===== config.mk =====
export PLATFORM = sky130hd
export DESIGN_NAME = microSequencer
export DESIGN_NICKNAME = d
export VERILOG_FILES = /design/src/logic/cuPkg.sv /design/src/logic/microSequencer.sv
export SDC_FILE = /design/constraint.sdc
export NUM_CORES = 1
export LEC_CHECK = 0
export ABC_AREA = 1
export ABC_CLOCK_PERIOD_IN_PS = 1000
export BUFFER_PORTS_ARGS = -buffer_cell sky130_fd_sc_hd__buf_2
export CAP_MARGIN = 20
export CELL_PAD_IN_SITES_DETAIL_PLACEMENT = 1
export CELL_PAD_IN_SITES_GLOBAL_PLACEMENT = 2
export CORE_UTILIZATION = 14
export DETAILED_ROUTE_END_ITERATION = 10
export PLACE_DENSITY_LB_ADDON = 0.15
export SYNTH_ARGS = -nofsm -noshare
export SYNTH_HDL_FRONTEND = slang
export SYNTH_SLANG_ARGS = --single-unit
export TNS_END_PERCENT = 30

===== constraint.sdc =====
create_clock -name vclk -period 1
set_input_delay 0.2 -clock vclk [all_inputs]
set_output_delay 0.2 -clock vclk [all_outputs]
set_load 0.02 [all_outputs]

===== src/logic/cuPkg.sv =====
package cuPkg;

    // microaddress space
    localparam int StateWidth = 7;
    localparam int StoreDepth = 128;

    // one microinstruction
    localparam int WordWidth = 45;

    // instruction opcode as seen by decode
    localparam int OpcodeWidth = 6;
    // decode lands in the upper half of the store
    localparam int DecodeBase = 64;

    // condition inputs and their select field
    localparam int CondWidth = 4;
    localparam int SelWidth = $clog2(CondWidth);

    // sequencing code field
    localparam int SeqCodeWidth = 3;

    // datapath bits ahead of CR in the sequencing view
    localparam int DpWidth = WordWidth - StateWidth - 2 - SelWidth - SeqCodeWidth;

    // next address selection codes
    localparam logic [SeqCodeWidth-1:0] SeqFetch = 3'd0;
    localparam logic [SeqCodeWidth-1:0] SeqDecode = 3'd1;
    localparam logic [SeqCodeWidth-1:0] SeqJump = 3'd2;
    localparam logic [SeqCodeWidth-1:0] SeqInc = 3'd3;
    localparam logic [SeqCodeWidth-1:0] SeqBranch = 3'd4;
    localparam logic [SeqCodeWidth-1:0] SeqWait = 3'd5;

    // host write port
    localparam int AxiAddrWidth = 8;
    localparam int AxiDataWidth = 32;
    localparam int AxiStrbWidth = AxiDataWidth / 8;
    // bits carried by the second beat of a word
    localparam int HighWidth = WordWidth - AxiDataWidth;
    localparam logic [1:0] RespOkay = 2'd0;
    localparam logic [1:0] RespSlvErr = 2'd2;

    // datapath view, msb first
    typedef struct packed {
        logic                    IRld;
        logic                    PCld;
        logic                    nPCld;
        logic                    RFld;
        logic                    MA;
        logic [1:0]              MB;
        logic                    MC;
        logic                    ME;
        logic                    MF;
        logic [1:0]              MPA;
        logic                    MP;
        logic                    MR;
        logic                    RW;
        logic                    MOV;
        logic                    MDRld;
        logic                    MARld;
        logic [5:0]              OpC;
        logic                    Cin;
        logic [1:0]              SSE;
        logic [3:0]              OP;
        logic [StateWidth-1:0]   CR;
        logic                    Inv;
        logic                    IncRld;
        logic [SelWidth-1:0]     S;
        logic [SeqCodeWidth-1:0] N;
    } dpViewT;

    // sequencing view, datapath part left opaque
    typedef struct packed {
        logic [DpWidth-1:0]      datapath;
        logic [StateWidth-1:0]   CR;
        logic                    Inv;
        // IncRld position
        logic                    spare;
        logic [SelWidth-1:0]     S;
        logic [SeqCodeWidth-1:0] N;
    } seqViewT;

    typedef union packed {
        dpViewT  dp;
        seqViewT seq;
    } microWordT;

endpackage


===== src/logic/microSequencer.sv =====
`timescale 1ns/10ps

module microSequencer (
    // instruction opcode for decode
    input  logic [cuPkg::OpcodeWidth-1:0] opcode,
    // condition flags from the datapath
    input  logic [cuPkg::CondWidth-1:0]   cond,
    // microinstruction now in the control register
    input  cuPkg::microWordT              curWord,
    // its address
    input  logic [cuPkg::StateWidth-1:0]  activeState,
    // address to fetch next
    output logic [cuPkg::StateWidth-1:0]  nextState
);

    import cuPkg::*;

    // sequencing fields of the current word
    logic [SeqCodeWidth-1:0] nField;
    logic [SelWidth-1:0]     sField;
    logic                    invBit;
    logic [StateWidth-1:0]   crField;

    // condition path
    logic                    condBit;
    logic                    condTrue;

    // candidate addresses
    logic [StateWidth-1:0]   incState;
    logic [StateWidth-1:0]   decodeState;
    logic [StateWidth-1:0]   branchState;
    logic [StateWidth-1:0]   waitState;

    // read through the sequencing view
    assign nField = curWord.seq.N;
    assign sField = curWord.seq.S;
    assign invBit = curWord.seq.Inv;
    assign crField = curWord.seq.CR;

    // S picks one of the four flags
    assign condBit = cond[sField];

    // Inv flips the sense of the test
    assign condTrue = condBit ^ invBit;

    // incrementer
    // 127 rolls over to 0
    assign incState = activeState + 1'b1;

    // opcode offset into the decode region
    assign decodeState = StateWidth'(DecodeBase) + StateWidth'(opcode);

    // conditional branch
    // taken goes to CR, otherwise fall through
    assign branchState = condTrue ? crField : incState;

    // wait
    // stay put until the condition holds
    assign waitState = condTrue ? incState : activeState;

    // next address mux
    always_comb begin
        case (nField)
            SeqFetch: begin
                // back to the fetch routine
                nextState = '0;
            end
            SeqDecode: begin
                nextState = decodeState;
            end
            SeqJump: begin
                // unconditional
                nextState = crField;
            end
            SeqInc: begin
                nextState = incState;
            end
            SeqBranch: begin
                nextState = branchState;
            end
            SeqWait: begin
                nextState = waitState;
            end
            default: begin
                // 6 and 7 act as plain increment
                nextState = incState;
            end
        endcase
    end

endmodule


==> results.ini, run 1 <==
[final_layout]
design_area_um2 = 1360
n_antenna_cell = 0
clock_buffer_count = 0
regArea_um2 = 0
instances_no_fill = 264
nNetsFinal = 262
seq_cells = 0
drive_gt1_share_pct = 53.8
final_core_util_pct = 28.0
area_delta_synth_final_pct = 87.2

[run_status]
violations = negative setup slack
status = finished, violations left

[global_route]
use_met1_pct = 15.7
grt.busiest_layer = met2
met2_usage_pct = 25.4
track_usage_pct = 12.9
grt_pass1_wl_mm = 5.62
grt_overflow_total = 0
antenna_found_initial = 0
globalRouteMet3Util_pct = 0.678
grt_pass1_vias = 1237
grt_max_degree = 8

[run]
max_cap_viol_count = 0

[place]
io_buffers = 37
dp_cells = 263
place.gp.congestion = 0.691
dpl_cell_area_um2 = 1200
dp_slack_ns = -0.588
hpwl_mm = 2.70

[critical_path]
crit_type = in2out
worstPathArrival_ns = 1.24
cp_max_fo = 7
cp_data_required_time_ns = 0.80
worstSetupStartpointType = input pin
cp-end-kind = primary output

[synth]
ys_seq_area_share_pct = 0
netlist.area_leader.share_pct = 27.4
yosys.area.top_type = nand2_1
synth_fp_nets = 203
yosysWarnings = 0
syn_area_um2 = 726
netlist_instances = 140
ys_types = 16
ys_top_cells_by_area = nand2_1 (27%), nand3_1 (14%), inv_1 (11%), nand2_4 (7.8%), nand3_4 (7.2%)
synth_area_per_cell_um2 = 5.18

[routing]
first_iter_violations = 21
drtAntennaViolNets = 0
drtPass1Iterations = 4
drt_wl_total_mm = 3.18
drt_drc_violations_left = 0
wire_per_inst_um = 12.0
route.vias.total = 1089
vias_per_cell = 4.13

[sta]
finalHoldViolCount = 0
rsz0062_at_grt = true
slew_viol_final = 0
worstMarginPinSlew_ns = 0.270
slew_headroom_pct = 82.0
max_freq_ghz = 0.695
finalWorstSetupSlack_ns = -0.440
min_period_ns = 1.44
setup_viol = 7
hold_slack_ns = 0.712
min_period_over_period_pct = 144

[power]
peakVddDrop_mv = 0.205
p_sw_uw = 381
leakage_uw = 0.000714
p_per_area_nw_per_um2 = 491
internal_power_uw = 287
power.share.switching_pct = 57.1
power_frac_comb_pct = 100.0
p_seq_share_pct = 0
clkPwrFrac_pct = 0

[floorplan]
coreArea_um2 = 4850
rows = 25
die_h_um = 74.0
initial_utilization_pct = 15.0
dieArea_um2 = 5480
die_x_um = 74.0
ioPinCount = 69

[min_path]
hold_path.class = in2out
min_path_cells = 4
hp-start = curWord[8]
holdPathEnd = nextState[1]

[cts]
cts_setup_buffers = 0

==> synthesized netlist by cell type <==
library cell	count
nand2_1	53
nand3_4	3
a21boi_0	2
nor2_4	1
inv_2	7
o21ai_0	3
inv_1	21
nand4_1	4
xor2_1	3
ha_1	1
nor2_1	7
nand3_1	20
nand2_4	5
nand2_2	4
nand3_2	5
nor2_2	1
==> metal layers <==
layer / part of all wire (%) / wire, um / up-vias
li1: - / - / 553
met3: 3.3 / 105 / 4
met5: 0 / 0 / -
met1: 43 / 1360 / 505
met2: 53 / 1690 / 27
met4: 0.91 / 29 / 0
==> cells by family (layout without fill, tap and decap cells) <==
family / Yosys count / in the layout / synth area share, %
AOI/OAI and AO/OA: 5 / 5 / 4.14
and+or+nand+nor: 103 / 104 / 76.0
xor gates and xnor gates: 3 / 3 / 3.62
buffers and inverters: 28 / 84 / 14.5
adders and majority gates: 1 / 1 / 1.72
==> worst max-delay path, stage by stage <==
cell and delay, ns:
buf_12 0.11, inv_12 0.03, nand2_4 0.06, nand3_4 0.11, nand2_4 0.14, nand2_4 0.09, nand2_4 0.11, nand2_2 0.05
nand3_1 0.07, nand4_1 0.10, buf_4 0.17
==> final cells by class <==
| cell class | count | area, um^2 |
|---|---|---|
| inverter | 28 | 118 |
| multi-input combinational | 113 | 778 |
| fill | 637 | 3490 |
| timing repair buffer | 56 | 379 |
| tap | 67 | 83.8 |
==> power by group through the flow <==
stage / logic, uW / registers [uW] / clock network (uW)
2_1_floorplan: 318 / 0 / 0
3_3_place_gp: 565 / 0 / 0
3_5_place_dp: 572 / 0 / 0
4_1_cts: 659 / 0 / 0
5_1_grt: 737 / 0 / 0
6_report: 667 / 0 / 0
==> metrics by stage <==
step / setup TNS (ns) / total power [uW]
2_1_floorplan: -1.21 / 318
3_3_place_gp: -3.75 / 565
3_5_place_dp: -3.96 / 572
4_1_cts: -3.05 / 659
5_1_grt: -3.57 / 737
6_report: -2.98 / 667
==> worst max-delay path by stage <==
stage,slack [ns],cells past startpoint,startpoint,endpoint
6_report,-0.44,11,curWord[3],nextState[0]
5_1_grt,-0.53,11,curWord[3],nextState[5]
4_1_cts,-0.45,12,curWord[3],nextState[0]
3_5_place_dp,-0.59,13,curWord[3],nextState[3]
3_3_place_gp,-0.57,11,curWord[3],nextState[3]
2_1_floorplan,-0.20,9,curWord[3],nextState[5]
==> layout by cell type, fill, tap and decap left out, drive strengths merged <==
cell type,netlist,routed
nand2,62,63
buf,0,56
inv,28,28
nand3,28,28
nor2,9,9
nand4,4,4
o21ai,3,3
xor2,3,3
a21boi,2,2
ha,1,1
==> what timing repair did <==
action / CTS / global route
hold buffers: 0 / 0
resized for setup: 28 / 11
setup endpoints to repair: 7 / 7
pin swaps: 10 / 7
cloned: 1 / 0
(Power assumes the default switching activity.)
==> run 2: changes to the inputs <==
--- a/config.mk
+++ b/config.mk
@@ -13,7 +13,7 @@
 export CELL_PAD_IN_SITES_GLOBAL_PLACEMENT = 2
 export CORE_UTILIZATION = 14
 export DETAILED_ROUTE_END_ITERATION = 10
-export PLACE_DENSITY_LB_ADDON = 0.15
+export PLACE_DENSITY_LB_ADDON = 0.1
 export SYNTH_ARGS = -nofsm -noshare
 export SYNTH_HDL_FRONTEND = slang
 export SYNTH_SLANG_ARGS = --single-unit
==> results.ini, run 2 (synthesis gave the netlist of run 1 again) <==
[sta]
min_period_over_period_pct = 144
setup_viol = 7
min_period_ns = 1.44
slew_viol_final = 0
finalWorstSetupSlack_ns = -0.443
worstMarginPinSlew_ns = 0.245
rsz0062_at_grt = true
slew_headroom_pct = 83.7
max_freq_ghz = 0.693
finalHoldViolCount = 0

[run_status]
status = finished, violations left
violations = negative setup slack

[floorplan]
coreArea_um2 = 4850
rows = 25
dieArea_um2 = 5480
ioPinCount = 69
initial_utilization_pct = 15.0
die_h_um = 74.0
die_x_um = 74.0

[min_path]
hold_path.class = in2out
hp-start = curWord[8]
holdPathEnd = nextState[1]
min_path_cells = 4

[critical_path]
cp_common_cell = nand2_4
worstSetupStartpointType = input pin
worstPathArrival_ns = 1.24
cpMaxStageDelayCell = buf_4
crit_type = in2out
cp_slowest_stage_delay_ns = 0.17
cp_data_required_time_ns = 0.80
cp_max_fo = 7
crit_path_cell_trace = buf_2 -> nand2_4 -> nand3_4 -> nand2_4 -> nand2_4 -> nand2_4 -> nand2_1 -> nand3_1 -> nand4_1 -> buf_4
cp-end-kind = primary output

[power]
internal_power_uw = 292
p_per_area_nw_per_um2 = 489
clkPwrFrac_pct = 0
total_power_uw = 662
leakage_uw = 0.000723
peakVddDrop_mv = 0.155
power.share.switching_pct = 56.0
p_seq_share_pct = 0
p_sw_uw = 371
power_frac_comb_pct = 100.0

[final_layout]
final_common_cell = nand2_1
multiInputGateArea_um2 = 746
clock_buffer_count = 0
fill_cells = 628
area_delta_synth_final_pct = 86.7
design_area_um2 = 1360
drive_gt1_share_pct = 50.7
regArea_um2 = 0
n_antenna_cell = 0
final_core_util_pct = 27.9
final_cell_mix = nand2_1 (47), buf_2 (30), buf_4 (26)
nNetsFinal = 266
seq_cells = 0

[routing]
wire_per_inst_um = 11.5
drtAntennaViolNets = 0
first_iter_violations = 21
drt_wl_total_mm = 3.08
route.vias.total = 1051
drtPass1Iterations = 3
drt_drc_violations_left = 0
vias_per_cell = 3.92

[global_route]
grt_overflow_total = 0
antenna_found_initial = 0
grt_pass1_vias = 1128
grt_pass1_wl_mm = 5.18
grt_max_degree = 10
track_usage_pct = 12.0

[cts]
cts_hold_buf = 0

[place]
place.gp.congestion = 0.749
dpl_cell_area_um2 = 1210
io_buffers = 37
hpwl_mm = 2.69

[run]
max_cap_viol_count = 0

[run 2: timing repair]
| action | in CTS | in global routing |
|---|---|---|
| cloned | 0 | 1 |
| endpoints found under the setup margin | 7 | 7 |
| setup buffers | 0 | 2 |
| gates resized for setup | 18 | 13 |
| pin swaps | 8 | 10 |
[run 2: per-layer routing]
| metal | share of wire [%] | GRT usage [%] | routed length [um] | vias up |
|---|---|---|---|---|
| met5 | 0 | 0 | 0 | - |
| met4 | 0 | 0 | 0 | 0 |
| met3 | 2.7 | 0.136 | 83 | 0 |
| met2 | 52 | 23.3 | 1590 | 23 |
| met1 | 46 | 15.6 | 1400 | 467 |
| li1 | - | - | - | 561 |
[run 2: worst max path at each step]
| stage | from | endpoint | slack (ns) | cells after the start |
|---|---|---|---|---|
| after floorplan | curWord[3] | nextState[5] | -0.20 | 9 |
| after global placement | curWord[3] | nextState[3] | -0.57 | 13 |
| after detailed placement | curWord[3] | nextState[3] | -0.58 | 13 |
| after CTS | curWord[3] | nextState[0] | -0.44 | 12 |
| after global routing | curWord[3] | nextState[0] | -0.53 | 11 |
| final | cond[1] | nextState[0] | -0.44 | 10 |
[run 2: stage by stage]
| stage | cells | setup TNS (ns) | setup slack, ns | hold WS [ns] |
|---|---|---|---|---|
| after detailed placement | 265 | -3.94 | -0.583 | 0.737 |
| final | 268 | -2.96 | -0.443 | 0.734 |
| after floorplan | 140 | -1.21 | -0.201 | 0.563 |
| after global routing | 268 | -3.55 | -0.526 | 0.768 |
| after CTS | 265 | -2.98 | -0.441 | 0.739 |
| after global placement | 265 | -3.81 | -0.570 | 0.736 |
[run 2: area by class of cell]
cell class,count,area share (%)
repair buffers,60,30.1
well taps,67,6.19
multi-input cells,113,55.0
inverters,28,8.68
[run 2: power by group through the flow]
stage	registers, uW	clock network [uW]	logic, uW
final	0	0	662
after floorplan	0	0	318
after global placement	0	0	575
after detailed placement	0	0	578
after CTS	0	0	622
after global routing	0	0	727
[run 2: critical path, delay by kind of cell]
family / cells / cell delay [ns]
and+or+nand+nor: 8 / 0.74
buffers and inverters: 2 / 0.28
==> run 3: changes to the inputs <==
--- a/config.mk
+++ b/config.mk
@@ -6,12 +6,12 @@
 export NUM_CORES = 1
 export LEC_CHECK = 0
 export ABC_AREA = 1
-export ABC_CLOCK_PERIOD_IN_PS = 1000
+export ABC_CLOCK_PERIOD_IN_PS = 1510
 export BUFFER_PORTS_ARGS = -buffer_cell sky130_fd_sc_hd__buf_2
 export CAP_MARGIN = 20
 export CELL_PAD_IN_SITES_DETAIL_PLACEMENT = 1
 export CELL_PAD_IN_SITES_GLOBAL_PLACEMENT = 2
-export CORE_UTILIZATION = 14
+export CORE_UTILIZATION = 16
 export DETAILED_ROUTE_END_ITERATION = 10
 export PLACE_DENSITY_LB_ADDON = 0.1
 export SYNTH_ARGS = -nofsm -noshare
==> constraint.sdc (replaced) <==
create_clock -name vclk -period 1.51
set_input_delay 0.302 -clock vclk [all_inputs]
set_output_delay 0.302 -clock vclk [all_outputs]
set_load 0.02 [all_outputs]
==> results.ini, run 3 (synthesis gave the netlist of run 1 again) <==
[critical_path]
cp_max_fo = 5
worstPathArrival_ns = 1.36
worstSetupStartpointType = input pin
path_buf_inv = 3
cp-end-kind = primary output
cp_slowest_stage_delay_ns = 0.18
cpMaxStageDelayCell = nand3_4
cp_data_required_time_ns = 1.21
crit_type = in2out
crit_family = simple AND/OR/NAND/NOR gates
crit_path_cell_trace = buf_8 -> inv_6 -> nand2_4 -> nand3_4 -> nand3_4 -> nand2_8 -> nand2_2 -> nand2_1 -> nand2_1 -> nand2_1 -> nand2_1 -> buf_6
cp_common_cell = nand2_1

[sta]
slew_headroom_pct = 84.1
worstMarginPinSlew_ns = 0.239
max_freq_ghz = 0.602
rsz0062_at_grt = true
min_period_over_period_pct = 110
min_period_ns = 1.66
finalWorstSetupSlack_ns = -0.150
setup_viol = 7
slew_viol_final = 0
finalHoldViolCount = 0

[power]
power_frac_comb_pct = 100.0
p_sw_uw = 245
clkPwrFrac_pct = 0
power.share.switching_pct = 56.3
p_seq_share_pct = 0
internal_power_uw = 191
peakVddDrop_mv = 0.101
leakage_uw = 0.000706
p_per_area_nw_per_um2 = 330

[run_status]
status = finished, violations left
violations = negative setup slack

[final_layout]
final_cell_mix = nand2_1 (47), buf_2 (31), buf_4 (23)
seq_cells = 0
drive_gt1_share_pct = 50.0
final_common_cell = nand2_1
regArea_um2 = 0
multiInputGateArea_um2 = 749
n_antenna_cell = 0
nNetsFinal = 265
final_core_util_pct = 30.3
area_delta_synth_final_pct = 82.1
clock_buffer_count = 0
fill_cells = 569
instances_no_fill = 252

[global_route]
grt.busiest_layer = met2
globalRouteMet3Util_pct = 0.436
use_met1_pct = 17.1
grt_overflow_total = 0
grt_pass1_wl_mm = 5.09
grt_pass1_vias = 1147
grt_max_degree = 8
antenna_found_initial = 0
track_usage_pct = 12.4
met2_usage_pct = 22.1

[min_path]
hold_path.class = in2out

[floorplan]
rows = 24
die_x_um = 69.3
initial_utilization_pct = 16.7
die_h_um = 69.3
ioPinCount = 69
coreArea_um2 = 4350
dieArea_um2 = 4810

[place]
hpwl_mm = 2.49
dp_slack_ns = -0.232
place.gp.congestion = 0.804
io_buffers = 37
dp_cells = 251

[routing]
drt_drc_violations_left = 0
wire_per_inst_um = 11.2
drt_wl_total_mm = 2.81
route.vias.total = 1076
first_iter_violations = 16
drtAntennaViolNets = 0
drtPass1Iterations = 4
vias_per_cell = 4.27

[cts]
cts_hold_buf = 0
cts_setup_buffers = 0

[run]
max_cap_viol_count = 0

## run 3: layout make-up
cell class / instances / area share, %
multi-input cells: 113 / 56.7
inverters: 28 / 8.33
repair buffers: 59 / 30.0
well taps: 52 / 4.92
## run 3: what timing repair did
item,in CTS,in global routing
pin swaps,17,11
gates resized for setup,30,8
setup endpoints to repair,7,7
gates cloned,1,0
## run 3: worst paths after layout
kind | start | cells past startpoint | slack, ns | end
max | curWord[3] | 12 | -0.15 | nextState[4]
min | curWord[8] | 4 | 0.95 | nextState[1]
## run 3: stage by stage
stage / hold slack (ns) / area, um^2 / TNS [ns] / power [uW]
finish: 0.949 / 1320 / -0.875 / 436
global route: 0.974 / 1320 / -1.50 / 482
CTS: 0.957 / 1300 / -1.12 / 435
detailed placement: 0.956 / 1150 / -1.34 / 369
global placement: 0.937 / 1150 / -1.26 / 364
floorplan: 0.767 / 726 / 0 / 200
## run 3: per-layer routing
layer  routed length [um]  vias up
met5                    0        -
met4                   28        0
met3                   80        4
met2                 1400       25
met1                 1310      492
li1                     -      555
## run 3: power groups by stage
stage | Sequential, uW | Combinational (uW) | Clock (uW)
finish | 0 | 436 | 0
global route | 0 | 482 | 0
CTS | 0 | 435 | 0
detailed placement | 0 | 369 | 0
global placement | 0 | 364 | 0
floorplan | 0 | 200 | 0
