`config.mk`:
```
export PLATFORM = sky130hd
export DESIGN_NAME = controlRegister
export DESIGN_NICKNAME = d
export VERILOG_FILES = /design/src/logic/cuPkg.sv /design/src/logic/controlRegister.sv
export SDC_FILE = /design/constraint.sdc
export NUM_CORES = 1
export LEC_CHECK = 0
export BUFFER_PORTS_ARGS = -buffer_cell sky130_fd_sc_hd__buf_4
export CAP_MARGIN = 20
export CORE_MARGIN = 1
export CORE_UTILIZATION = 41
export DETAILED_ROUTE_END_ITERATION = 8
export GPL_ROUTABILITY_DRIVEN = 0
export GPL_TIMING_DRIVEN = 1
export PLACE_DENSITY = 0.86
export SYNTH_ARGS = -nofsm -noshare
export SYNTH_HDL_FRONTEND = slang
export SYNTH_SLANG_ARGS = --single-unit
export TNS_END_PERCENT = 5
```
`constraint.sdc`:
```
create_clock -name clk -period 0.8 [get_ports clk]
set_input_delay 0.08 -clock clk [delete_from_list [all_inputs] [get_ports clk]]
set_output_delay 0.08 -clock clk [all_outputs]
set_load 0.02 [all_outputs]
```
`src/logic/cuPkg.sv`:
```
package cuPkg;

    // microaddress space
    localparam int StateWidth = 7;
    localparam int StoreDepth = 128;

    // one microinstruction
    localparam int WordWidth = 45;

    // instruction opcode as seen by decode
    localparam int OpcodeWidth = 6;
    // decode lands in the upper half of the store
    localparam int DecodeBase = 64;

    // condition inputs and their select field
    localparam int CondWidth = 4;
    localparam int SelWidth = $clog2(CondWidth);

    // sequencing code field
    localparam int SeqCodeWidth = 3;

    // datapath bits ahead of CR in the sequencing view
    localparam int DpWidth = WordWidth - StateWidth - 2 - SelWidth - SeqCodeWidth;

    // next address selection codes
    localparam logic [SeqCodeWidth-1:0] SeqFetch = 3'd0;
    localparam logic [SeqCodeWidth-1:0] SeqDecode = 3'd1;
    localparam logic [SeqCodeWidth-1:0] SeqJump = 3'd2;
    localparam logic [SeqCodeWidth-1:0] SeqInc = 3'd3;
    localparam logic [SeqCodeWidth-1:0] SeqBranch = 3'd4;
    localparam logic [SeqCodeWidth-1:0] SeqWait = 3'd5;

    // host write port
    localparam int AxiAddrWidth = 8;
    localparam int AxiDataWidth = 32;
    localparam int AxiStrbWidth = AxiDataWidth / 8;
    // bits carried by the second beat of a word
    localparam int HighWidth = WordWidth - AxiDataWidth;
    localparam logic [1:0] RespOkay = 2'd0;
    localparam logic [1:0] RespSlvErr = 2'd2;

    // datapath view, msb first
    typedef struct packed {
        logic                    IRld;
        logic                    PCld;
        logic                    nPCld;
        logic                    RFld;
        logic                    MA;
        logic [1:0]              MB;
        logic                    MC;
        logic                    ME;
        logic                    MF;
        logic [1:0]              MPA;
        logic                    MP;
        logic                    MR;
        logic                    RW;
        logic                    MOV;
        logic                    MDRld;
        logic                    MARld;
        logic [5:0]              OpC;
        logic                    Cin;
        logic [1:0]              SSE;
        logic [3:0]              OP;
        logic [StateWidth-1:0]   CR;
        logic                    Inv;
        logic                    IncRld;
        logic [SelWidth-1:0]     S;
        logic [SeqCodeWidth-1:0] N;
    } dpViewT;

    // sequencing view, datapath part left opaque
    typedef struct packed {
        logic [DpWidth-1:0]      datapath;
        logic [StateWidth-1:0]   CR;
        logic                    Inv;
        // IncRld position
        logic                    spare;
        logic [SelWidth-1:0]     S;
        logic [SeqCodeWidth-1:0] N;
    } seqViewT;

    typedef union packed {
        dpViewT  dp;
        seqViewT seq;
    } microWordT;

endpackage

```
`src/logic/controlRegister.sv`:
```
`timescale 1ns/10ps

module controlRegister (
    input  logic                           clk,
    input  logic                           rst,
    // advance one microinstruction per clock
    input  logic                           run,
    // word and address chosen by the sequencer
    input  cuPkg::microWordT               nextWord,
    input  logic [cuPkg::StateWidth-1:0]   nextState,
    // datapath control fields
    output logic                           IRld,
    output logic                           PCld,
    output logic                           nPCld,
    output logic                           RFld,
    output logic                           MA,
    output logic [1:0]                     MB,
    output logic                           MC,
    output logic                           ME,
    output logic                           MF,
    output logic [1:0]                     MPA,
    output logic                           MP,
    output logic                           MR,
    output logic                           RW,
    output logic                           MOV,
    output logic                           MDRld,
    output logic                           MARld,
    output logic [5:0]                     OpC,
    output logic                           Cin,
    output logic [1:0]                     SSE,
    output logic [3:0]                     OP,
    // sequencing fields
    output logic [cuPkg::StateWidth-1:0]   CR,
    output logic                           Inv,
    output logic                           IncRld,
    output logic [cuPkg::SelWidth-1:0]     S,
    output logic [cuPkg::SeqCodeWidth-1:0] N,
    // address of the word being executed
    output logic [cuPkg::StateWidth-1:0]   activeState,
    // held word back to the sequencer
    output cuPkg::microWordT               curWord
);

    import cuPkg::*;

    // capture on the rising edge
    // all-zero word means fetch, so entry 0 comes first
    always_ff @(posedge clk) begin
        if (rst) begin
            curWord     <= '0;
            activeState <= '0;
        end else if (run) begin
            curWord     <= nextWord;
            activeState <= nextState;
        end
    end

    // split through the datapath view
    assign IRld = curWord.dp.IRld;
    assign PCld = curWord.dp.PCld;
    assign nPCld = curWord.dp.nPCld;
    assign RFld = curWord.dp.RFld;
    assign MA = curWord.dp.MA;
    assign MB = curWord.dp.MB;
    assign MC = curWord.dp.MC;
    assign ME = curWord.dp.ME;
    assign MF = curWord.dp.MF;
    assign MPA = curWord.dp.MPA;
    assign MP = curWord.dp.MP;
    assign MR = curWord.dp.MR;
    assign RW = curWord.dp.RW;
    assign MOV = curWord.dp.MOV;
    assign MDRld = curWord.dp.MDRld;
    assign MARld = curWord.dp.MARld;
    assign OpC = curWord.dp.OpC;
    assign Cin = curWord.dp.Cin;
    assign SSE = curWord.dp.SSE;
    assign OP = curWord.dp.OP;
    assign CR = curWord.dp.CR;
    assign Inv = curWord.dp.Inv;
    assign IncRld = curWord.dp.IncRld;
    assign S = curWord.dp.S;
    assign N = curWord.dp.N;

endmodule

```
==> summary.txt, run 1 <==
Power
  • Leakage: roughly 1.8 nW
  • VDD IR max: approximately 0.9 mV
  • Pint: approximately 4.5 mW
  • Clk pwr share: 28.2%
  • Part of the power in registers: 46.7%
  • Sw Share: a little over a quarter
  • Cell Pwr Density: around 1700 nW/um^2
  • Logic pwr share: between 20% and 30%
  • NetSw: between 1.5 and 2 mW
  • Design Power: approximately 6.3 mW

Die
  • Die Height: between 70 and 80 um
  • Initial Util: between 40% and 50%
  • Row count: 26
  • Die Wd: 75.3 um
  • Number of I/O pins: 152
  • Die area: around 5700 um^2
  • CORE AREA: just over 5000 um^2

Worst setup path
  • Slowest cell on the critical path: dfxtp_2
  • CP max stage delay: between 0.3 and 0.4 ns
  • Worst Path Required: roughly 0.72 ns
  • CP Depth: 1
  • Reg2Reg Depth: 3
  • WP buf/inv: 1
  • Crit end category: primary output
  • Critical path type: flop to primary output
  • Worst Setup Start Kind: flop
  • Crit-path leading delay family: flip-flops
  • Top fanout value on the critical path: 3
  • Crit path DAT: ~0.80 ns
  • Crit-path cells: buf_6

Routing
  • Detailed router's first-iteration violation count: 31
  • Avg WL per Cell: between 10 and 15 um
  • Post-route DRC: 0
  • Drt pass-1 iters: 4
  • ANT nets after route: 0
  • Vias per cell: 4.48
  • Routed WL: around 5600 um
  • Vias: between 1500 and 2000

Job
  • Max Cap Viol: 0

Global route
  • Initial antenna violation count: 0
  • Vias in the first global route: ~1700
  • Grt ovf: 0
  • Largest net degree at the start of global routing: 26
  • Global-route usage over all layers: ~18%
  • First-pass GRT wire length: about 7500 um

Layout
  • Synthesis-to-layout area growth: 64.7%
  • Fillers: between 300 and 400
  • Nets: ~380
  • Area of the multi-input gates: slightly above 700 um^2
  • Share of cells above drive strength 1: 67.7%
  • Cell area after layout: 3630 um^2
  • N_diodes: 0
  • Seq. cell area: roughly 1100 um^2
  • Fin util: 70.6%

Outcome
  • Status: finished, violations left
  • Violated checks: setup timing

STA
  • Slew @ Worst Pin: 0.173 ns
  • Final worst path period share: 111%
  • Final Slew Violations: 0
  • RSZ-0062 raised after global routing: true
  • Fin worst setup slack: -0.0846 ns
  • Slew HR: 88.1%
  • Final min period: between 0.8 and 0.9 ns
  • Fmax: roughly 1100 MHz
  • Final setup skew: 0 ns
  • Count of final hold-check violations: 0
  • Final setup viols: 97
  • TNS Setup: -6.60 ns

Yosys
  • Synth warn: 0
  • Synth top area cells: dfxtp_1 (47%), mux2i_1 (24%), buf_4 (15%), nor2_1 (8.9%), buf_8 (3.4%)
  • Leading area contributor after synthesis: dfxtp_1
  • Yosys reg bits: 52
  • Syn_area_per_cell: approximately 10 um^2
  • Synthesized cell area: 2200 um^2
  • Syn Inst Count: around 210
  • Synth Net Count: 268
  • Sequential-to-total area share from yosys stat: a little under half
  • Ys flop type: dfxtp_1
  • Async set or reset register ratio after synthesis: 0%
  • Top post-synthesis cells by count: dfxtp_1 (52), mux2i_1 (52), nor2_1 (52)
  • Synth top area share: 47.2%
  • Number of synthesized flops with an enable pin: 0
  • Number of distinct library cells after synthesis: 8

CTS
  • Worst-skew pair later-pin latency: 0.30 ns
  • CTS Root Cell: clkbuf_8
  • CTS tree: built
  • H-tree depth: 2
  • CTS Sinks: between 50 and 60
  • Clock Path Buffers: 2
  • Clk pin slew, worst setup/hold paths: approximately 0.09 ns
  • CTS buffer count: 5

Placement
  • IO buf count: 151
  • Dpl ws: -0.0206 ns
  • Cell area after placement: between 3000 and 4000 um^2
  • Post-DP HPWL: around 3700 um

Hold path
  • WHS Path Cells: 3
  • Type of the tightest min-delay check: input pin to flop
## timing repair
item                                    CTS  global route
pin swaps                                 0             0
endpoints found under the setup margin   97            97
buffers inserted                          0             2
hold buffers                              0             0
resized for setup                       111            45
## power groups by stage
stage	clock, mW	sequential, mW	combinational [mW]
detailed placement	0	2.92	1.39
floorplan	0	3.09	0.699
global placement	0	2.91	1.37
finish	1.77	2.93	1.57
global route	1.90	2.95	1.67
CTS	1.78	2.93	1.50
## final timing paths
kind,startpoint,endpoint,slack (ns)
max,curWord[6],Inv,-0.08
min,nextState[5],activeState[5],0.007
max reg2reg,curWord[15],curWord[15],0.03
min reg2reg,activeState[5],activeState[5],0.50
## stage by stage
stage | hold WS [ns] | std cells
2_1_floorplan | 0.227 | 213
3_3_place_gp | 0.311 | 382
3_5_place_dp | 0.323 | 382
4_1_cts | 0.00440 | 390
5_1_grt | 0.00407 | 392
6_report | 0.00656 | 392
## state kept, by name (all words and copies together) (netlist names)
| register | cells |
|---|---|
| curWord | 45 |
| activeState | 7 |
## layer usage
layer	vias up	GRT usage (%)	share of wire, %
met3	11	5.16	6.2
met2	82	34.6	58
met4	0	6.38	2.2
met1	810	17.2	33
met5	-	0	0
li1	853	-	-
## cells by family after synthesis
logic type	synth area share, %
buffers and inverters	20.3
multiplexers	23.6
flip-flops	47.2
AND/OR/NAND/NOR	8.85
## area by class of cell
cell class / instances / share of cell area, %
clock buffer: 5 / 1.90
multi-input combinational: 104 / 19.7
sequential: 52 / 31.4
clock inverter: 3 / 1.17
timing repair buffer: 158 / 43.5
tap: 70 / 2.41
## layout by cell type (no fill, tap or decap)
master,instances
buf_12,4
buf_4,63
buf_6,91
bufinv_16,1
clkbuf_8,5
clkinv_2,1
clkinvlp_4,1
dfxtp_2,39
dfxtp_4,13
mux2i_1,52
nor2_1,52
(Power assumes the default switching activity.)
==> inputs of run 2 (changes only) <==
--- a/config.mk
+++ b/config.mk
@@ -12,6 +12,7 @@
 export DETAILED_ROUTE_END_ITERATION = 8
 export GPL_ROUTABILITY_DRIVEN = 0
 export GPL_TIMING_DRIVEN = 1
+export MAX_ROUTING_LAYER = met4
 export PLACE_DENSITY = 0.86
 export SYNTH_ARGS = -nofsm -noshare
 export SYNTH_HDL_FRONTEND = slang
==> summary.txt, run 2 (synthesized netlist as in run 1, its figures left out) <==
Die
  • Die Height: 75.3 um (unchanged)
  • Initial Util: 42.9% (unchanged)
  • Number of I/O pins: 152 (unchanged)
  • CORE AREA: 5140 um^2 (unchanged)
  • Die Wd: 75.3 um (unchanged)
  • Row count: 26 (unchanged)
  • Die area: 5670 um^2 (unchanged)

Placement
  • Cell area after placement: 3070 um^2 (unchanged)
  • IO buf count: 151 (unchanged)
  • Post-DP HPWL: 3660 um (unchanged)

CTS
  • CTS Sinks: 52 (unchanged)
  • Worst-skew pair later-pin latency: 0.30 ns (about the same)
  • CTS Root Cell: clkbuf_8 (unchanged)
  • Clock Path Buffers: 2 (unchanged)
  • CTS buffer count: 5 (unchanged)
  • H-tree depth: 2 (unchanged)
  • Hold-fix buffers, CTS: 0 (unchanged)
  • CTS tree: built (unchanged)
  • Clk pin slew, worst setup/hold paths: 0.09 ns (about the same)

STA
  • Final setup skew: 0 ns (unchanged)
  • Final setup viols: 97 (unchanged)
  • Final min period: 0.885 ns (about the same)
  • RSZ-0062 raised after global routing: true (unchanged)
  • Fin worst setup slack: -0.0851 ns (was -0.0846 ns)
  • Final Slew Violations: 0 (unchanged)
  • Final worst path period share: 111% (about the same)
  • TNS Setup: -6.63 ns (was -6.60 ns)
  • Slew @ Worst Pin: 0.173 ns (unchanged)
  • Count of final hold-check violations: 0 (unchanged)
  • Fmax: 1130 MHz (about the same)
  • Slew HR: 88.1% (unchanged)

Worst setup path
  • Crit-path leading delay family: flip-flops (unchanged)
  • FF-to-FF setup slack: 0.03 ns (about the same)
  • Worst Setup Start Kind: flop (unchanged)
  • Slowest cell on the critical path: dfxtp_2 (unchanged)
  • Top fanout value on the critical path: 3 (unchanged)
  • Critical path type: flop to primary output (unchanged)
  • Crit end category: primary output (unchanged)
  • Crit-path cells: buf_6 (unchanged)
  • WP buf/inv: 1 (unchanged)
  • Worst Path Required: 0.72 ns (about the same)
  • CP max stage delay: 0.38 ns (about the same)
  • Crit path DAT: 0.81 ns (was 0.80 ns)

Global route
  • Grt ovf: 0 (unchanged)
  • First-pass GRT wire length: 7540 um (was 7530 um)
  • Largest net degree at the start of global routing: 26 (unchanged)
  • Vias in the first global route: 1720 (was 1724)
  • Initial antenna violation count: 0 (unchanged)
  • Global-route usage over all layers: 18.1% (was 17.6%)

Outcome
  • Status: finished, violations left (unchanged)
  • Violated checks: setup timing (unchanged)

Routing
  • Avg WL per Cell: 14.3 um (about the same)
  • Vias per cell: 4.49 (was 4.48)
  • Post-route DRC: 0 (unchanged)
  • Drt pass-1 iters: 4 (unchanged)
  • Detailed router's first-iteration violation count: 34 (was 31)
  • Vias: 1762 (was 1756)
  • Routed WL: 5610 um (about the same)
  • ANT nets after route: 0 (unchanged)

Layout
  • Fillers: 394 (unchanged)
  • Cell area after layout: 3630 um^2 (unchanged)
  • N_diodes: 0 (unchanged)
  • Nets: 376 (unchanged)
  • Synthesis-to-layout area growth: 64.7% (unchanged)
  • Top Registers: curWord x45, activeState x7 (unchanged)
  • Commonest non-fill, non-tap cell in the layout: buf_6 (unchanged)
  • Share of cells above drive strength 1: 67.7% (unchanged)
  • Flip-flop count of the largest register after layout: 45 (unchanged)
  • Leading cell types in the layout, fill and taps excluded: buf_6 (91), buf_4 (63), mux2i_1 (52), nor2_1 (52), dfxtp_2 (39) (unchanged)
  • Largest Register: curWord (unchanged)

Hold path
  • Type of the tightest min-delay check: input pin to flop (unchanged)

Power
  • Cell Pwr Density: 1730 nW/um^2 (about the same)
  • Design Power: 6.27 mW (about the same)
  • VDD IR max: 0.897 mV (about the same)
  • Leakage: 1.81 nW (unchanged)

Job
  • Max Cap Viol: 0 (unchanged)
[run 2: cell counts in the layout (fill, tap and decap cells not counted)]
Identical to the previous run, type by type.
[run 2: worst paths after layout]
| check | cells after the start | endpoint | startpoint |
|---|---|---|---|
| worst min register to register | 2 | activeState[5] | activeState[5] |
| worst min-delay path | 3 | activeState[5] | nextState[5] |
| worst max register to register | 3 | curWord[15] | curWord[15] |
| worst max-delay path | 1 | Inv | curWord[6] |
[run 2: repair_timing]
action | CTS | global route
endpoints found under the hold margin | 0 | 0
endpoints found under the setup margin | 97 | 97
gates cloned | 0 | 0
resized for setup | 111 | 45
pin swaps | 0 | 0
setup buffers | 0 | 2
[run 2: routing by layer]
layer	wire length, um	track usage, %	vias up	part of all wire, %
li1	-	-	853	-
met1	1860	17.6	816	33
met2	3290	34.5	84	59
met3	361	4.76	9	6.4
met4	102	6.38	0	1.8
met5	0	-	-	0
[run 2: report_power, final]
group	total [mW]	switching (mW)	internal, mW	leakage (nW)
clock	1.77	0.844	0.926	0.0541
sequential	2.93	0.174	2.75	0.452
combinational	1.57	0.708	0.865	1.30
total	6.27	1.73	4.54	1.81
[run 2: area by class of cell]
type	instances	area, um^2	area share, %
Multi-Input combinational cell	104	716	19.7
Clock inverter	3	42.5	1.17
Timing Repair Buffer	158	1580	43.5
Sequential cell	52	1140	31.4
Clock buffer	5	68.8	1.90
Tap cell	70	87.6	2.41
[run 2: stage by stage]
stage	utilization, %	instances	setup slack, ns	hold slack, ns
after floorplan	-	213	0.0972	0.227
after global placement	59.6	382	0.00291	0.311
after CTS	67.4	390	-0.0958	0.00440
after detailed placement	59.6	382	-0.0206	0.323
after global routing	70.6	392	-0.113	0.00407
final	70.6	392	-0.0851	0.00665
==> inputs of run 3 (changes only) <==
--- a/config.mk
+++ b/config.mk
@@ -14,6 +14,8 @@
 export GPL_TIMING_DRIVEN = 1
 export MAX_ROUTING_LAYER = met4
 export PLACE_DENSITY = 0.86
+export SETUP_SLACK_MARGIN = 0.3
+export SKIP_CTS_REPAIR_TIMING = 1
 export SYNTH_ARGS = -nofsm -noshare
 export SYNTH_HDL_FRONTEND = slang
 export SYNTH_SLANG_ARGS = --single-unit
==> summary.txt, run 3 (synthesized netlist as in run 1, its figures left out) <==
Outcome
  • Status: finished, violations left (unchanged)
  • Violated checks: setup timing (unchanged)

CTS
  • Worst-skew pair later-pin latency: 0.29 ns (was 0.30 ns)
  • Clk pin slew, worst setup/hold paths: 0.09 ns (about the same)
  • CTS tree: built (unchanged)
  • H-tree depth: 2 (unchanged)
  • CTS Root Cell: clkbuf_8 (unchanged)
  • CTS Sinks: 52 (unchanged)
  • Clock Path Buffers: 2 (unchanged)
  • CTS buffer count: 5 (unchanged)

STA
  • Final setup viols: 97 (unchanged)
  • Final Slew Violations: 0 (unchanged)
  • TNS Setup: -5.24 ns (was -6.63 ns)
  • Final worst path period share: 110% (was 111%)
  • RSZ-0062 raised after global routing: true (unchanged)
  • Final setup skew: 0 ns (unchanged)
  • Final min period: 0.877 ns (was 0.885 ns)
  • Slew HR: 89.2% (was 88.1%)
  • Slew @ Worst Pin: 0.157 ns (was 0.173 ns)
  • Count of final hold-check violations: 0 (unchanged)
  • Fmax: 1140 MHz (was 1130 MHz)
  • Fin worst setup slack: -0.0775 ns (was -0.0851 ns)

Global route
  • Largest net degree at the start of global routing: 28 (was 26)
  • Grt ovf: 0 (unchanged)
  • Vias in the first global route: 1579 (was 1720)
  • Global-route usage over all layers: 16.4% (was 18.1%)
  • Initial antenna violation count: 0 (unchanged)
  • First-pass GRT wire length: 6800 um (was 7540 um)

Layout
  • Synthesis-to-layout area growth: 57.4% (was 64.7%)
  • Flip-flop count of the largest register after layout: 45 (unchanged)
  • Largest Register: curWord (unchanged)
  • Nets: 374 (was 376)
  • Share of cells above drive strength 1: 67.4% (was 67.7%)
  • N_diodes: 0 (unchanged)
  • Top Registers: curWord x45, activeState x7 (unchanged)
  • Commonest non-fill, non-tap cell in the layout: buf_4 (was buf_6)
  • Filler-free cell count of the finished design: 389 (was 392)
  • Leading cell types in the layout, fill and taps excluded: buf_4 (92), buf_6 (60), mux2i_1 (52), nor2_1 (52), dfxtp_2 (45) (was buf_6 (91), buf_4 (63), mux2i_1 (52), nor2_1 (52), dfxtp_2 (39))

Placement
  • Post-DP HPWL: 3700 um (was 3660 um)
  • IO buf count: 151 (unchanged)
  • # placed instances: 382 (unchanged)

Worst setup path
  • Worst Setup Start Kind: flop (unchanged)
  • Worst Path Required: 0.72 ns (about the same)
  • Slowest cell on the critical path: dfxtp_2 (unchanged)
  • WP buf/inv: 1 (unchanged)
  • Reg2reg start: curWord[44] (was curWord[15])
  • Crit-path leading delay family: flip-flops (unchanged)
  • Critical path type: flop to primary output (unchanged)
  • Crit path DAT: 0.80 ns (was 0.81 ns)
  • Reg-to-reg endpoint: curWord[44] (was curWord[15])
  • FF-to-FF setup slack: 0.13 ns (was 0.03 ns)
  • CP max stage delay: 0.36 ns (was 0.38 ns)
  • Reg2Reg Depth: 2 (was 3)
  • Top fanout value on the critical path: 3 (unchanged)
  • Crit end category: primary output (unchanged)
  • Crit-path cells: buf_4 (was buf_6)
  • CP Depth: 1 (unchanged)

Hold path
  • WHS Path Cells: 3 (unchanged)
  • HP Start: nextWord[29] (was nextState[5])
  • Type of the tightest min-delay check: input pin to flop (unchanged)
  • Hold path endpoint: curWord[29] (was activeState[5])

Power
  • NetSw: 1.61 mW (was 1.73 mW)
  • Logic pwr share: 25.3% (was 25.1%)
  • Pint: 4.34 mW (was 4.54 mW)
  • VDD IR max: 1.16 mV (was 0.897 mV)
  • Part of the power in registers: 49.0% (was 46.7%)
  • Clk pwr share: 25.7% (was 28.2%)
  • Cell Pwr Density: 1710 nW/um^2 (was 1730 nW/um^2)
  • Sw Share: 27.0% (was 27.5%)
  • Leakage: 1.75 nW (was 1.81 nW)

Die
  • Number of I/O pins: 152 (unchanged)
  • Row count: 26 (unchanged)
  • Die Wd: 75.3 um (unchanged)
  • Die Height: 75.3 um (unchanged)
  • Initial Util: 42.9% (unchanged)
  • Die area: 5670 um^2 (unchanged)
  • CORE AREA: 5140 um^2 (unchanged)

Routing
  • Vias: 1750 (was 1762)
  • Metal2 WL: 2880 um (was 3290 um)
  • ANT nets after route: 0 (unchanged)
  • Drt pass-1 iters: 3 (was 4)
  • Routed WL: 5120 um (was 5610 um)
  • Detailed router's first-iteration violation count: 33 (was 34)
  • Met3 wire len: 314 um (was 361 um)
  • Avg WL per Cell: 13.2 um (was 14.3 um)
  • Wl on met1: 1850 um (was 1860 um)
  • Max layer used: met4 (unchanged)
  • Vias per cell: 4.50 (was 4.49)
  • Post-route DRC: 0 (unchanged)

Job
  • Max Cap Viol: 0 (unchanged)
## run 3: changes by cell type in the layout (fill, tap and decap cells not counted), moves of 2 or more
cell	previous run	this run
buf_4	63	92
buf_6	91	60
clkbuf_8	5	7
dfxtp_2	39	45
dfxtp_4	13	7
## run 3: layer usage
layer	vias up	GRT usage, %
met3	8	4.50
met4	0	5.56
met5	-	-
met1	808	16.3
met2	80	30.6
li1	854	-
## run 3: how the worst max path moves through the flow
| stage | slack, ns | endpoint | start |
|---|---|---|---|
| after floorplan | 0.14 | curWord[0] | run |
| after global placement | 0.02 | curWord[26] | run |
| after detailed placement | -0.004 | curWord[9] | run |
| after CTS | -0.1 | IRld | curWord[44] |
| after global routing | -0.11 | RFld | curWord[41] |
| final | -0.08 | RFld | curWord[41] |
## run 3: power groups by stage
stage               Combinational (mW)  Clock (mW)  Sequential, mW
finish                            1.51        1.53            2.92
floorplan                        0.710           0            3.12
CTS                               1.40        1.59            2.89
detailed placement                1.40           0            2.95
global route                      1.60        1.71            2.94
global placement                  1.37           0            2.94
## run 3: cell type report
type	instances	area, um^2
Multi-Input combinational cell	104	716
Timing Repair Buffer	156	1450
Fill cell	417	1670
Clock buffer	7	96.3
Tap cell	70	87.6
Sequential cell	52	1120
## run 3: metrics by stage
| step | cell area (um^2) | worst slack (ns) | power [mW] | util, % | hold WS [ns] |
|---|---|---|---|---|---|
| after global routing | 3470 | -0.108 | 6.25 | 67.5 | 0.0254 |
| after CTS | 3220 | -0.0954 | 5.88 | 62.6 | 0.00707 |
| after floorplan | 2280 | 0.136 | 3.83 | - | 0.227 |
| after global placement | 3120 | 0.0195 | 4.32 | 60.7 | 0.311 |
| final | 3470 | -0.0775 | 5.95 | 67.5 | 0.0333 |
| after detailed placement | 3120 | -0.00373 | 4.35 | 60.7 | 0.320 |
